===== config.mk =====
export PLATFORM = sky130hd
export DESIGN_NAME = uart_cmd_master
export DESIGN_NICKNAME = d
export VERILOG_FILES = /design/src/design/uart_cmd_pkg.sv /design/src/design/uart_cmd_master.sv /design/src/design/uart_cmd_seq.sv /design/src/design/uart_rx_frame.sv /design/src/design/uart_tx_frame.sv
export SDC_FILE = /design/constraint.sdc
export NUM_CORES = 1
export LEC_CHECK = 0
export BUFFER_PORTS_ARGS = -buffer_cell sky130_fd_sc_hd__clkbuf_2
export CORE_AREA = 2 2 118 120
export CTS_CLUSTER_SIZE = 20
export DETAILED_ROUTE_END_ITERATION = 8
export DIE_AREA = 0 0 120 122
export HOLD_SLACK_MARGIN = 0.08
export PLACE_DENSITY_LB_ADDON = 0.3
export SLEW_MARGIN = 10
export SYNTH_ARGS = -nofsm -noshare
export SYNTH_HDL_FRONTEND = slang
export SYNTH_SLANG_ARGS = --single-unit

===== constraint.sdc =====
create_clock -name clk -period 7.95 [get_ports clk]
set_input_delay 2.385 -clock clk [delete_from_list [all_inputs] [get_ports clk]]
set_output_delay 2.385 -clock clk [all_outputs]
set_load 0.02 [all_outputs]

===== src/design/uart_cmd_pkg.sv =====
package uart_cmd_pkg;

  // ============================================================
  // Widths
  // ============================================================

  typedef logic [15:0] cmd_t;        // {wr, addr[6:0], data[7:0]}
  typedef logic [7:0]  uart_byte_t;
  typedef logic [6:0]  uart_addr_t;

  // ============================================================
  // Command and frame constants
  // ============================================================

  localparam int CMD_WRITE_BIT        = 15;
  localparam int DEFAULT_CLKS_PER_BIT = 434;  // 115200 baud at 50 MHz
  localparam int GAP_BITS             = 2;    // Idle bit times between write frames
  localparam int RSP_TIMEOUT_BITS     = 32;
  localparam int FRAME_BITS           = 11;   // Start, 8 data, parity, stop

  // ============================================================
  // Sequencer state and read result
  // ============================================================

  typedef enum logic [2:0] {
    IDLE,
    SEND_HDR,
    GAP,
    SEND_DATA,
    WAIT_RSP,
    DONE
  } seq_state_e;

  typedef struct packed {
    uart_byte_t data;
    logic       parity_err;
    logic       frame_err;   // Stop bit sampled low
    logic       timeout;     // No response frame arrived
  } read_rsp_s;

endpackage


===== src/design/uart_cmd_master.sv =====
`timescale 1ns/1ps

module uart_cmd_master #(
  parameter int CLKS_PER_BIT = uart_cmd_pkg::DEFAULT_CLKS_PER_BIT
) (
  input  logic                    clk,
  input  logic                    rst_n,
  input  logic                    cmd_vld,
  input  uart_cmd_pkg::cmd_t      cmd_in,
  output logic                    cmd_rdy,
  input  logic                    rx,
  output logic                    tx,
  output logic                    read_vld,
  output uart_cmd_pkg::read_rsp_s read_rsp
);

  import uart_cmd_pkg::*;

  logic       tx_start;
  uart_byte_t tx_byte;
  logic       tx_busy;
  logic       rx_vld;
  uart_byte_t rx_byte;
  logic       rx_parity_err;
  logic       rx_frame_err;

  uart_cmd_seq #(.CLKS_PER_BIT(CLKS_PER_BIT)) uart_cmd_seq_i (
    .clk           (clk),
    .rst_n         (rst_n),
    .cmd_vld       (cmd_vld),
    .cmd_in        (cmd_in),
    .cmd_rdy       (cmd_rdy),
    .tx_start      (tx_start),
    .tx_byte       (tx_byte),
    .tx_busy       (tx_busy),
    .rx_vld        (rx_vld),
    .rx_byte       (rx_byte),
    .rx_parity_err (rx_parity_err),
    .rx_frame_err  (rx_frame_err),
    .read_vld      (read_vld),
    .read_rsp      (read_rsp)
  );

  uart_tx_frame #(.CLKS_PER_BIT(CLKS_PER_BIT)) uart_tx_frame_i (
    .clk      (clk),
    .rst_n    (rst_n),
    .tx_start (tx_start),
    .tx_byte  (tx_byte),
    .tx_busy  (tx_busy),
    .tx       (tx)
  );

  uart_rx_frame #(.CLKS_PER_BIT(CLKS_PER_BIT)) uart_rx_frame_i (
    .clk           (clk),
    .rst_n         (rst_n),
    .rx            (rx),
    .rx_vld        (rx_vld),
    .rx_byte       (rx_byte),
    .rx_parity_err (rx_parity_err),
    .rx_frame_err  (rx_frame_err)
  );

endmodule


===== src/design/uart_cmd_seq.sv =====
`timescale 1ns/1ps

module uart_cmd_seq #(
  parameter int CLKS_PER_BIT = uart_cmd_pkg::DEFAULT_CLKS_PER_BIT
) (
  input  logic                     clk,
  input  logic                     rst_n,
  input  logic                     cmd_vld,
  input  uart_cmd_pkg::cmd_t       cmd_in,
  output logic                     cmd_rdy,
  output logic                     tx_start,
  output uart_cmd_pkg::uart_byte_t tx_byte,
  input  logic                     tx_busy,
  input  logic                     rx_vld,
  input  uart_cmd_pkg::uart_byte_t rx_byte,
  input  logic                     rx_parity_err,
  input  logic                     rx_frame_err,
  output logic                     read_vld,
  output uart_cmd_pkg::read_rsp_s  read_rsp
);

  import uart_cmd_pkg::*;

  localparam int GAP_CLKS = GAP_BITS * CLKS_PER_BIT;
  localparam int TMO_CLKS = RSP_TIMEOUT_BITS * CLKS_PER_BIT;
  localparam int TMR_W    = $clog2(TMO_CLKS);

  seq_state_e       state;
  cmd_t             cmd_q;
  uart_addr_t       cmd_addr;
  logic             tx_sent;      // Frame issued in this state
  logic [TMR_W-1:0] tmr;          // Gap and response timer
  logic             hdr_go;
  logic             gap_end;
  logic             frame_done;
  logic             rsp_rx;
  logic             rsp_tmo;

  assign cmd_rdy    = (state == IDLE);
  assign cmd_addr   = cmd_q[14:8];
  assign hdr_go     = (state == SEND_HDR) && !tx_sent && !tx_busy;
  assign gap_end    = (state == GAP) && (tmr == TMR_W'(GAP_CLKS - 1));
  assign frame_done = tx_sent && !tx_start && !tx_busy;
  assign rsp_rx     = (state == WAIT_RSP) && rx_vld;
  // Lands read_vld one timeout after the header's stop bit ends
  assign rsp_tmo    = (state == WAIT_RSP) && !rx_vld && (tmr == TMR_W'(TMO_CLKS - 2));

  // ============================================================
  // Command FSM
  // ============================================================

  always_ff @(posedge clk or negedge rst_n)
  begin
    if (!rst_n)
    begin
      state    <= IDLE;
      tx_start <= 1'b0;
      tx_sent  <= 1'b0;
      tmr      <= '0;
      read_vld <= 1'b0;
    end
    else
    begin
      tx_start <= 1'b0;
      read_vld <= 1'b0;
      case (state)
        IDLE:
          if (cmd_vld)
          begin
            state   <= SEND_HDR;
            tx_sent <= 1'b0;
          end
        SEND_HDR:
          if (hdr_go)
          begin
            tx_start <= 1'b1;
            tx_sent  <= 1'b1;
          end
          else if (frame_done)
          begin
            tx_sent <= 1'b0;
            tmr     <= '0;
            state   <= cmd_q[CMD_WRITE_BIT] ? GAP : WAIT_RSP;
          end
        GAP:
          if (gap_end)
          begin
            tx_start <= 1'b1;             // Data frame leaves right after the gap
            tx_sent  <= 1'b1;
            state    <= SEND_DATA;
          end
          else
            tmr <= tmr + 1'b1;
        SEND_DATA:
          if (frame_done)
          begin
            tx_sent <= 1'b0;
            state   <= IDLE;
          end
        WAIT_RSP:
          if (rsp_rx || rsp_tmo)
          begin
            read_vld <= 1'b1;
            state    <= DONE;
          end
          else
            tmr <= tmr + 1'b1;
        DONE:
          state <= IDLE;
        default:
          state <= IDLE;
      endcase
    end
  end

  always_ff @(posedge clk)
  begin
    if (cmd_vld && cmd_rdy)
      cmd_q <= cmd_in;
    if (hdr_go)
      tx_byte <= {cmd_q[CMD_WRITE_BIT], cmd_addr};
    else if (gap_end)
      tx_byte <= cmd_q[7:0];
    if (rsp_rx)
      read_rsp <= '{data: rx_byte, parity_err: rx_parity_err,
                    frame_err: rx_frame_err, timeout: 1'b0};
    else if (rsp_tmo)
      read_rsp <= '{data: '0, parity_err: 1'b0, frame_err: 1'b0, timeout: 1'b1};
  end

  a_start_idle: assert property (@(posedge clk) disable iff (!rst_n) tx_start |-> !tx_busy)
    else $error("tx_start while transmitter busy");

  a_no_wr_rsp: assert property (@(posedge clk) disable iff (!rst_n)
                                read_vld |-> !cmd_q[CMD_WRITE_BIT])
    else $error("read_vld after a write command");

endmodule


===== src/design/uart_rx_frame.sv =====
`timescale 1ns/1ps

module uart_rx_frame #(
  parameter int CLKS_PER_BIT = uart_cmd_pkg::DEFAULT_CLKS_PER_BIT
) (
  input  logic                     clk,
  input  logic                     rst_n,
  input  logic                     rx,
  output logic                     rx_vld,
  output uart_cmd_pkg::uart_byte_t rx_byte,
  output logic                     rx_parity_err,
  output logic                     rx_frame_err
);

  import uart_cmd_pkg::*;

  localparam int CNT_W    = $clog2(CLKS_PER_BIT);
  localparam int BIT_W    = $clog2(FRAME_BITS);
  localparam int HALF_BIT = CLKS_PER_BIT / 2;
  localparam int PAR_BIT  = FRAME_BITS - 2;
  localparam int STOP_BIT = FRAME_BITS - 1;

  logic [2:0]       rx_sync;      // Two sync stages plus edge history
  logic             rx_s;
  logic             rx_prev;
  logic             active;
  logic [CNT_W-1:0] baud_cnt;
  logic [BIT_W-1:0] bit_cnt;
  logic             samp;
  uart_byte_t       data_sr;
  logic             par_q;

  assign rx_s    = rx_sync[1];
  assign rx_prev = rx_sync[2];

  // Start bit is checked at half a bit, the rest at mid-bit
  assign samp = active && ((bit_cnt == '0) ? (baud_cnt == CNT_W'(HALF_BIT - 1))
                                           : (baud_cnt == CNT_W'(CLKS_PER_BIT - 1)));

  always_ff @(posedge clk or negedge rst_n)
  begin
    if (!rst_n)
      rx_sync <= '1;
    else
      rx_sync <= {rx_sync[1:0], rx};
  end

  // ============================================================
  // Frame control
  // ============================================================

  always_ff @(posedge clk or negedge rst_n)
  begin
    if (!rst_n)
    begin
      active   <= 1'b0;
      baud_cnt <= '0;
      bit_cnt  <= '0;
      rx_vld   <= 1'b0;
    end
    else
    begin
      rx_vld <= 1'b0;
      if (!active)
      begin
        if (rx_prev && !rx_s)
        begin
          active   <= 1'b1;
          baud_cnt <= '0;
          bit_cnt  <= '0;
        end
      end
      else if (samp)
      begin
        baud_cnt <= '0;
        if (bit_cnt == '0 && rx_s)
          active <= 1'b0;               // Glitch, not a start bit
        else if (bit_cnt == BIT_W'(STOP_BIT))
        begin
          active <= 1'b0;
          rx_vld <= 1'b1;
        end
        else
          bit_cnt <= bit_cnt + 1'b1;
      end
      else
        baud_cnt <= baud_cnt + 1'b1;
    end
  end

  always_ff @(posedge clk)
  begin
    if (samp)
    begin
      if (bit_cnt != '0 && bit_cnt < BIT_W'(PAR_BIT))
        data_sr <= {rx_s, data_sr[7:1]};  // LSB arrives first
      if (bit_cnt == BIT_W'(PAR_BIT))
        par_q <= rx_s;
      if (bit_cnt == BIT_W'(STOP_BIT))
      begin
        rx_byte       <= data_sr;
        rx_parity_err <= ^{data_sr, par_q};
        rx_frame_err  <= !rx_s;
      end
    end
  end

  a_vld_pulse: assert property (@(posedge clk) disable iff (!rst_n) rx_vld |=> !rx_vld)
    else $error("rx_vld held longer than one cycle");

endmodule


===== src/design/uart_tx_frame.sv =====
`timescale 1ns/1ps

module uart_tx_frame #(
  parameter int CLKS_PER_BIT = uart_cmd_pkg::DEFAULT_CLKS_PER_BIT
) (
  input  logic                    clk,
  input  logic                    rst_n,
  input  logic                    tx_start,
  input  uart_cmd_pkg::uart_byte_t tx_byte,
  output logic                    tx_busy,
  output logic                    tx
);

  import uart_cmd_pkg::*;

  localparam int CNT_W    = $clog2(CLKS_PER_BIT);
  localparam int BIT_W    = $clog2(FRAME_BITS);
  localparam int LAST_BIT = FRAME_BITS - 1;

  logic [CNT_W-1:0]      baud_cnt;
  logic [BIT_W-1:0]      bit_cnt;
  logic [FRAME_BITS-2:0] shreg;     // Bits that follow the start bit
  logic                  bit_tick;
  logic                  load;

  assign bit_tick = tx_busy && (baud_cnt == CNT_W'(CLKS_PER_BIT - 1));
  assign load     = !tx_busy && tx_start;

  // ============================================================
  // Bit timing and line driver
  // ============================================================

  always_ff @(posedge clk or negedge rst_n)
  begin
    if (!rst_n)
    begin
      tx_busy  <= 1'b0;
      tx       <= 1'b1;
      baud_cnt <= '0;
      bit_cnt  <= '0;
    end
    else if (load)
    begin
      tx_busy  <= 1'b1;
      tx       <= 1'b0;                 // Start bit
      baud_cnt <= '0;
      bit_cnt  <= '0;
    end
    else if (bit_tick)
    begin
      baud_cnt <= '0;
      if (bit_cnt == BIT_W'(LAST_BIT))
      begin
        tx_busy <= 1'b0;                // Stop bit has run a full bit time
        tx      <= 1'b1;
      end
      else
      begin
        tx      <= shreg[0];
        bit_cnt <= bit_cnt + 1'b1;
      end
    end
    else if (tx_busy)
    begin
      baud_cnt <= baud_cnt + 1'b1;
    end
  end

  // Stop, even parity, then data LSB first
  always_ff @(posedge clk)
  begin
    if (load)
      shreg <= {1'b1, ^tx_byte, tx_byte};
    else if (bit_tick)
      shreg <= {1'b1, shreg[FRAME_BITS-2:1]};
  end

  a_idle_high: assert property (@(posedge clk) disable iff (!rst_n) !tx_busy |-> tx)
    else $error("tx low while transmitter idle");

endmodule


==> run_summary.xml <==
<?xml version="1.0" encoding="UTF-8"?>
<metrics>
  <group name="timing">
    <metric name="fmax" unit="GHz">0.2684</metric>
    <metric name="worst_slew_margin_rel" unit="%">21.63</metric>
    <metric name="finalCriticalPeriod" unit="ns">3.726</metric>
    <metric name="max_slew_vio_count" unit="">0</metric>
    <metric name="setup_repair_after_global_routing_missed_its_margin" unit="">false</metric>
    <metric name="tightestPinTransition" unit="ns">1.169</metric>
    <metric name="setup_violations" unit="">0</metric>
    <metric name="fin_worst_skew" unit="ns">0.007855</metric>
    <metric name="hold_violations" unit="">0</metric>
    <metric name="timing.final.ws_setup" unit="ns">4.224</metric>
    <metric name="fin_crit_sh" unit="%">46.87</metric>
    <metric name="setup_tns" unit="ns">0</metric>
  </group>
  <group name="yosys">
    <metric name="synth-seq-area-share" unit="%">61.10</metric>
    <metric name="synth.net_count" unit="">482</metric>
    <metric name="synth_largest_type_area_fraction" unit="%">35.40</metric>
    <metric name="post_synth_inst_count" unit="">451</metric>
    <metric name="synth_warnings" unit="">0</metric>
    <metric name="yosys_register_bits" unit="">116</metric>
    <metric name="synth.avg_cell_area" unit="um2">11.66</metric>
    <metric name="ys_types" unit="">56</metric>
    <metric name="synth_area" unit="um2">5259</metric>
    <metric name="synth_edf_count" unit="">62</metric>
    <metric name="cell_types_occupying_the_most_area_after_synthesis" unit="">sky130_fd_sc_hd__edfxtp_1, sky130_fd_sc_hd__dfrtp_1, sky130_fd_sc_hd__nand2_1</metric>
    <metric name="synth-async-reset-ratio" unit="%">45.69</metric>
    <metric name="top_flip_flop_cell_by_instance_count_after_synthesis" unit="">sky130_fd_sc_hd__edfxtp_1</metric>
    <metric name="synth_largest_area_cell" unit="">sky130_fd_sc_hd__edfxtp_1</metric>
  </group>
  <group name="routing">
    <metric name="routed_wire_length_per_instance" unit="um">14.35</metric>
    <metric name="detail_route.iter0.violations" unit="">269</metric>
    <metric name="route.detailed.drc" unit="">0</metric>
    <metric name="via_per_inst" unit="">5.199</metric>
    <metric name="antenna_violating_nets_post_route" unit="">0</metric>
    <metric name="drt_pre_antenna_iters" unit="">4</metric>
    <metric name="detailed_route_via_count" unit="">3561</metric>
    <metric name="routed_wirelength" unit="mm">9.832</metric>
  </group>
  <group name="setup_path">
    <metric name="setup.worst_path.end_class" unit="">output pin</metric>
    <metric name="cp_slowest_cell" unit="">sky130_fd_sc_hd__dfrtp_1</metric>
    <metric name="critical_path_required" unit="ns">5.57</metric>
    <metric name="timing.critical_path.slowest_cell_delay" unit="ns">0.50</metric>
    <metric name="critical_path.top_delay_family" unit="">flip-flops</metric>
    <metric name="critical_path_buf_inv_count" unit="">1</metric>
    <metric name="worstPathArrival" unit="ns">1.34</metric>
    <metric name="crit_path_start_kind" unit="">flop</metric>
    <metric name="crit_fanout" unit="">12</metric>
    <metric name="timing.setup.critical_path_class" unit="">flop to output pin</metric>
    <metric name="worstPathCellList" unit="">nor3_1 -&gt; clkbuf_2</metric>
  </group>
  <group name="clock_network">
    <metric name="tritoncts.num_buffers" unit="">17</metric>
    <metric name="clk_path_buf_depth" unit="">2</metric>
    <metric name="cts_hold_buffers" unit="">0</metric>
    <metric name="insertion_delay" unit="ns">0.41</metric>
    <metric name="post_cts.resized_instances" unit="">0</metric>
    <metric name="tritoncts_clock_tree" unit="">built</metric>
    <metric name="clk_pin_slew_worst_paths" unit="ns">0.06</metric>
    <metric name="clock_tree.htree_level_count" unit="">4</metric>
    <metric name="clock_sinks" unit="">116</metric>
    <metric name="cts_post_setup_buffers_inserted" unit="">0</metric>
    <metric name="root_buffer_cell" unit="">sky130_fd_sc_hd__clkbuf_16</metric>
  </group>
  <group name="global_route">
    <metric name="number_of_global_route_vias_before_repair" unit="">3480</metric>
    <metric name="maximum_number_of_pins_on_one_net_before_global_route_repair" unit="">54</metric>
    <metric name="antenna_found_initial" unit="">0</metric>
    <metric name="first_pass_grt_wire_length" unit="mm">16.42</metric>
    <metric name="grt_usage" unit="%">14.15</metric>
    <metric name="grt_remaining_overflow" unit="">0</metric>
  </group>
  <group name="floorplan">
    <metric name="chipWidth" unit="um">120</metric>
    <metric name="fp-row-count" unit="">43</metric>
    <metric name="start_util" unit="%">38.94</metric>
    <metric name="die_h" unit="um">122</metric>
    <metric name="floorplan.io_pins" unit="">34</metric>
    <metric name="die_area" unit="um2">14640</metric>
    <metric name="core" unit="um2">13500</metric>
  </group>
  <group name="finish">
    <metric name="areaGrowthSynthToFinish" unit="%">17.27</metric>
    <metric name="layout.cells.most_common_list" unit="">sky130_fd_sc_hd__edfxtp_1, sky130_fd_sc_hd__nand2_1, sky130_fd_sc_hd__dfrtp_1, sky130_fd_sc_hd__clkbuf_2, sky130_fd_sc_hd__o21ai_0</metric>
    <metric name="layout_commonest_cell" unit="">sky130_fd_sc_hd__edfxtp_1</metric>
    <metric name="nNetsFinal" unit="">523</metric>
    <metric name="antennaDiodeCount" unit="">0</metric>
    <metric name="final_cell_area" unit="um2">6167</metric>
    <metric name="instances_no_fill" unit="">685</metric>
    <metric name="drive_above_1_share" unit="%">19.80</metric>
  </group>
  <group name="placed_design">
    <metric name="port_buffers" unit="">33</metric>
    <metric name="placed_cells" unit="">653</metric>
    <metric name="place.gp.congestion" unit="">0.8988</metric>
    <metric name="detailedPlace.worstSlack" unit="ns">4.051</metric>
    <metric name="area_of_placed_instances" unit="um2">5610</metric>
    <metric name="hpwlAfterDp" unit="mm">6.671</metric>
  </group>
  <group name="status">
    <metric name="run_status" unit="">completed</metric>
  </group>
  <group name="pwr">
    <metric name="p_leak" unit="uW">0.002424</metric>
    <metric name="pwr_density_cell" unit="nW/um2">232.5</metric>
    <metric name="worst_ir_drop_vdd" unit="mV">0.1587</metric>
    <metric name="design_power_total" unit="uW">1434</metric>
  </group>
  <group name="min_path">
    <metric name="worstHoldPathType" unit="">flop to flop</metric>
  </group>
  <group name="flow_run">
    <metric name="max-cap-violations" unit="">0</metric>
  </group>
</metrics>
## synth_stat cells, drive strengths merged (3+ instances only)
cell type	n
o21ai	31
nor3	10
buf	3
a21oi	20
and4b	3
ha	11
nor2	23
or3b	3
a31oi	6
or3	11
inv	15
xor2	11
xnor2	13
and3	10
nand4	6
edfxtp	62
dfstp	4
and2	11
clkbuf	10
mux2	8
or4	6
nand2	56
dfrtp	49
nand3	23
or2	6
nand2b	3
o211ai	5
## routing by layer
layer  vias to the layer above  global-route usage, %  wire length [um]
met2                        63                  23.93              5028
met3                         8                  4.026               340
met1                      1753                  17.09              4376
li1                       1737                      -                 -
met5                         -                      0                 0
met4                         0                  5.662                86
## cell type report
type / count / area, um2
inverter: 16 / 60.06
timing repair buffer: 35 / 180.2
tap: 180 / 225.2
multi-input combinational: 306 / 1932
clock buffer: 17 / 425.4
sequential: 116 / 3213
clock inverter: 15 / 131.4
fill: 1240 / 7337
## cell families after synthesis
logic type / share of synthesized area, %
xor+xnor: 3.997
simple gates: 18.75
fa+ha+maj: 2.617
flops: 61.10
mux: 2.094
buf+inv: 2.260
compound gates: 9.184
## through the flow
step | hold WS (ns) | util, %
6_report | 0.3565 | 45.67
5_1_grt | 0.3547 | 45.67
3_5_place_dp | 0.3470 | 41.55
4_1_cts | 0.3573 | 45.67
3_3_place_gp | 0.3498 | 41.55
2_1_floorplan | 0.3452 | -
## state kept, by name, indices dropped and copies added (netlist names), 8 cells and up
signal	flops
uart_rx_frame_i.rx_byte	8
uart_cmd_seq_i.cmd_q	16
uart_cmd_seq_i.tx_byte	8
uart_tx_frame_i.baud_cnt	9
uart_tx_frame_i.shreg	9
uart_rx_frame_i.baud_cnt	9
uart_cmd_seq_i.read_rsp	11
uart_rx_frame_i.data_sr	8
uart_cmd_seq_i.tmr	14
## path summary, 6_finish.rpt
kind	from	end	slack (ns)	cells after the start
min in group asynchronous	rst_n	uart_tx_frame_i.baud_cnt[2]	2.09	2
hold / removal	uart_rx_frame_i.rx_sync[0]	uart_rx_frame_i.rx_sync[1]	0.36	0
max in group asynchronous	rst_n	uart_rx_frame_i.bit_cnt[0]	5.37	2
setup / recovery	uart_cmd_seq_i.state[0]	cmd_rdy	4.22	2
hold reg to reg	uart_rx_frame_i.rx_sync[0]	uart_rx_frame_i.rx_sync[1]	0.36	0
setup reg to reg	uart_rx_frame_i.bit_cnt[0]	uart_rx_frame_i.rx_parity_err	4.71	7
## power by group
part	total (uW)	internal, uW	leakage [uW]	switching (uW)
Combinational	50.7	27.5	0.000948	23.2
Clock	709	430	0.000262	279
Sequential	674	649	0.00121	24.6
Total	1430	1110	0.00242	327
Power figures use the tool's default switching activity.
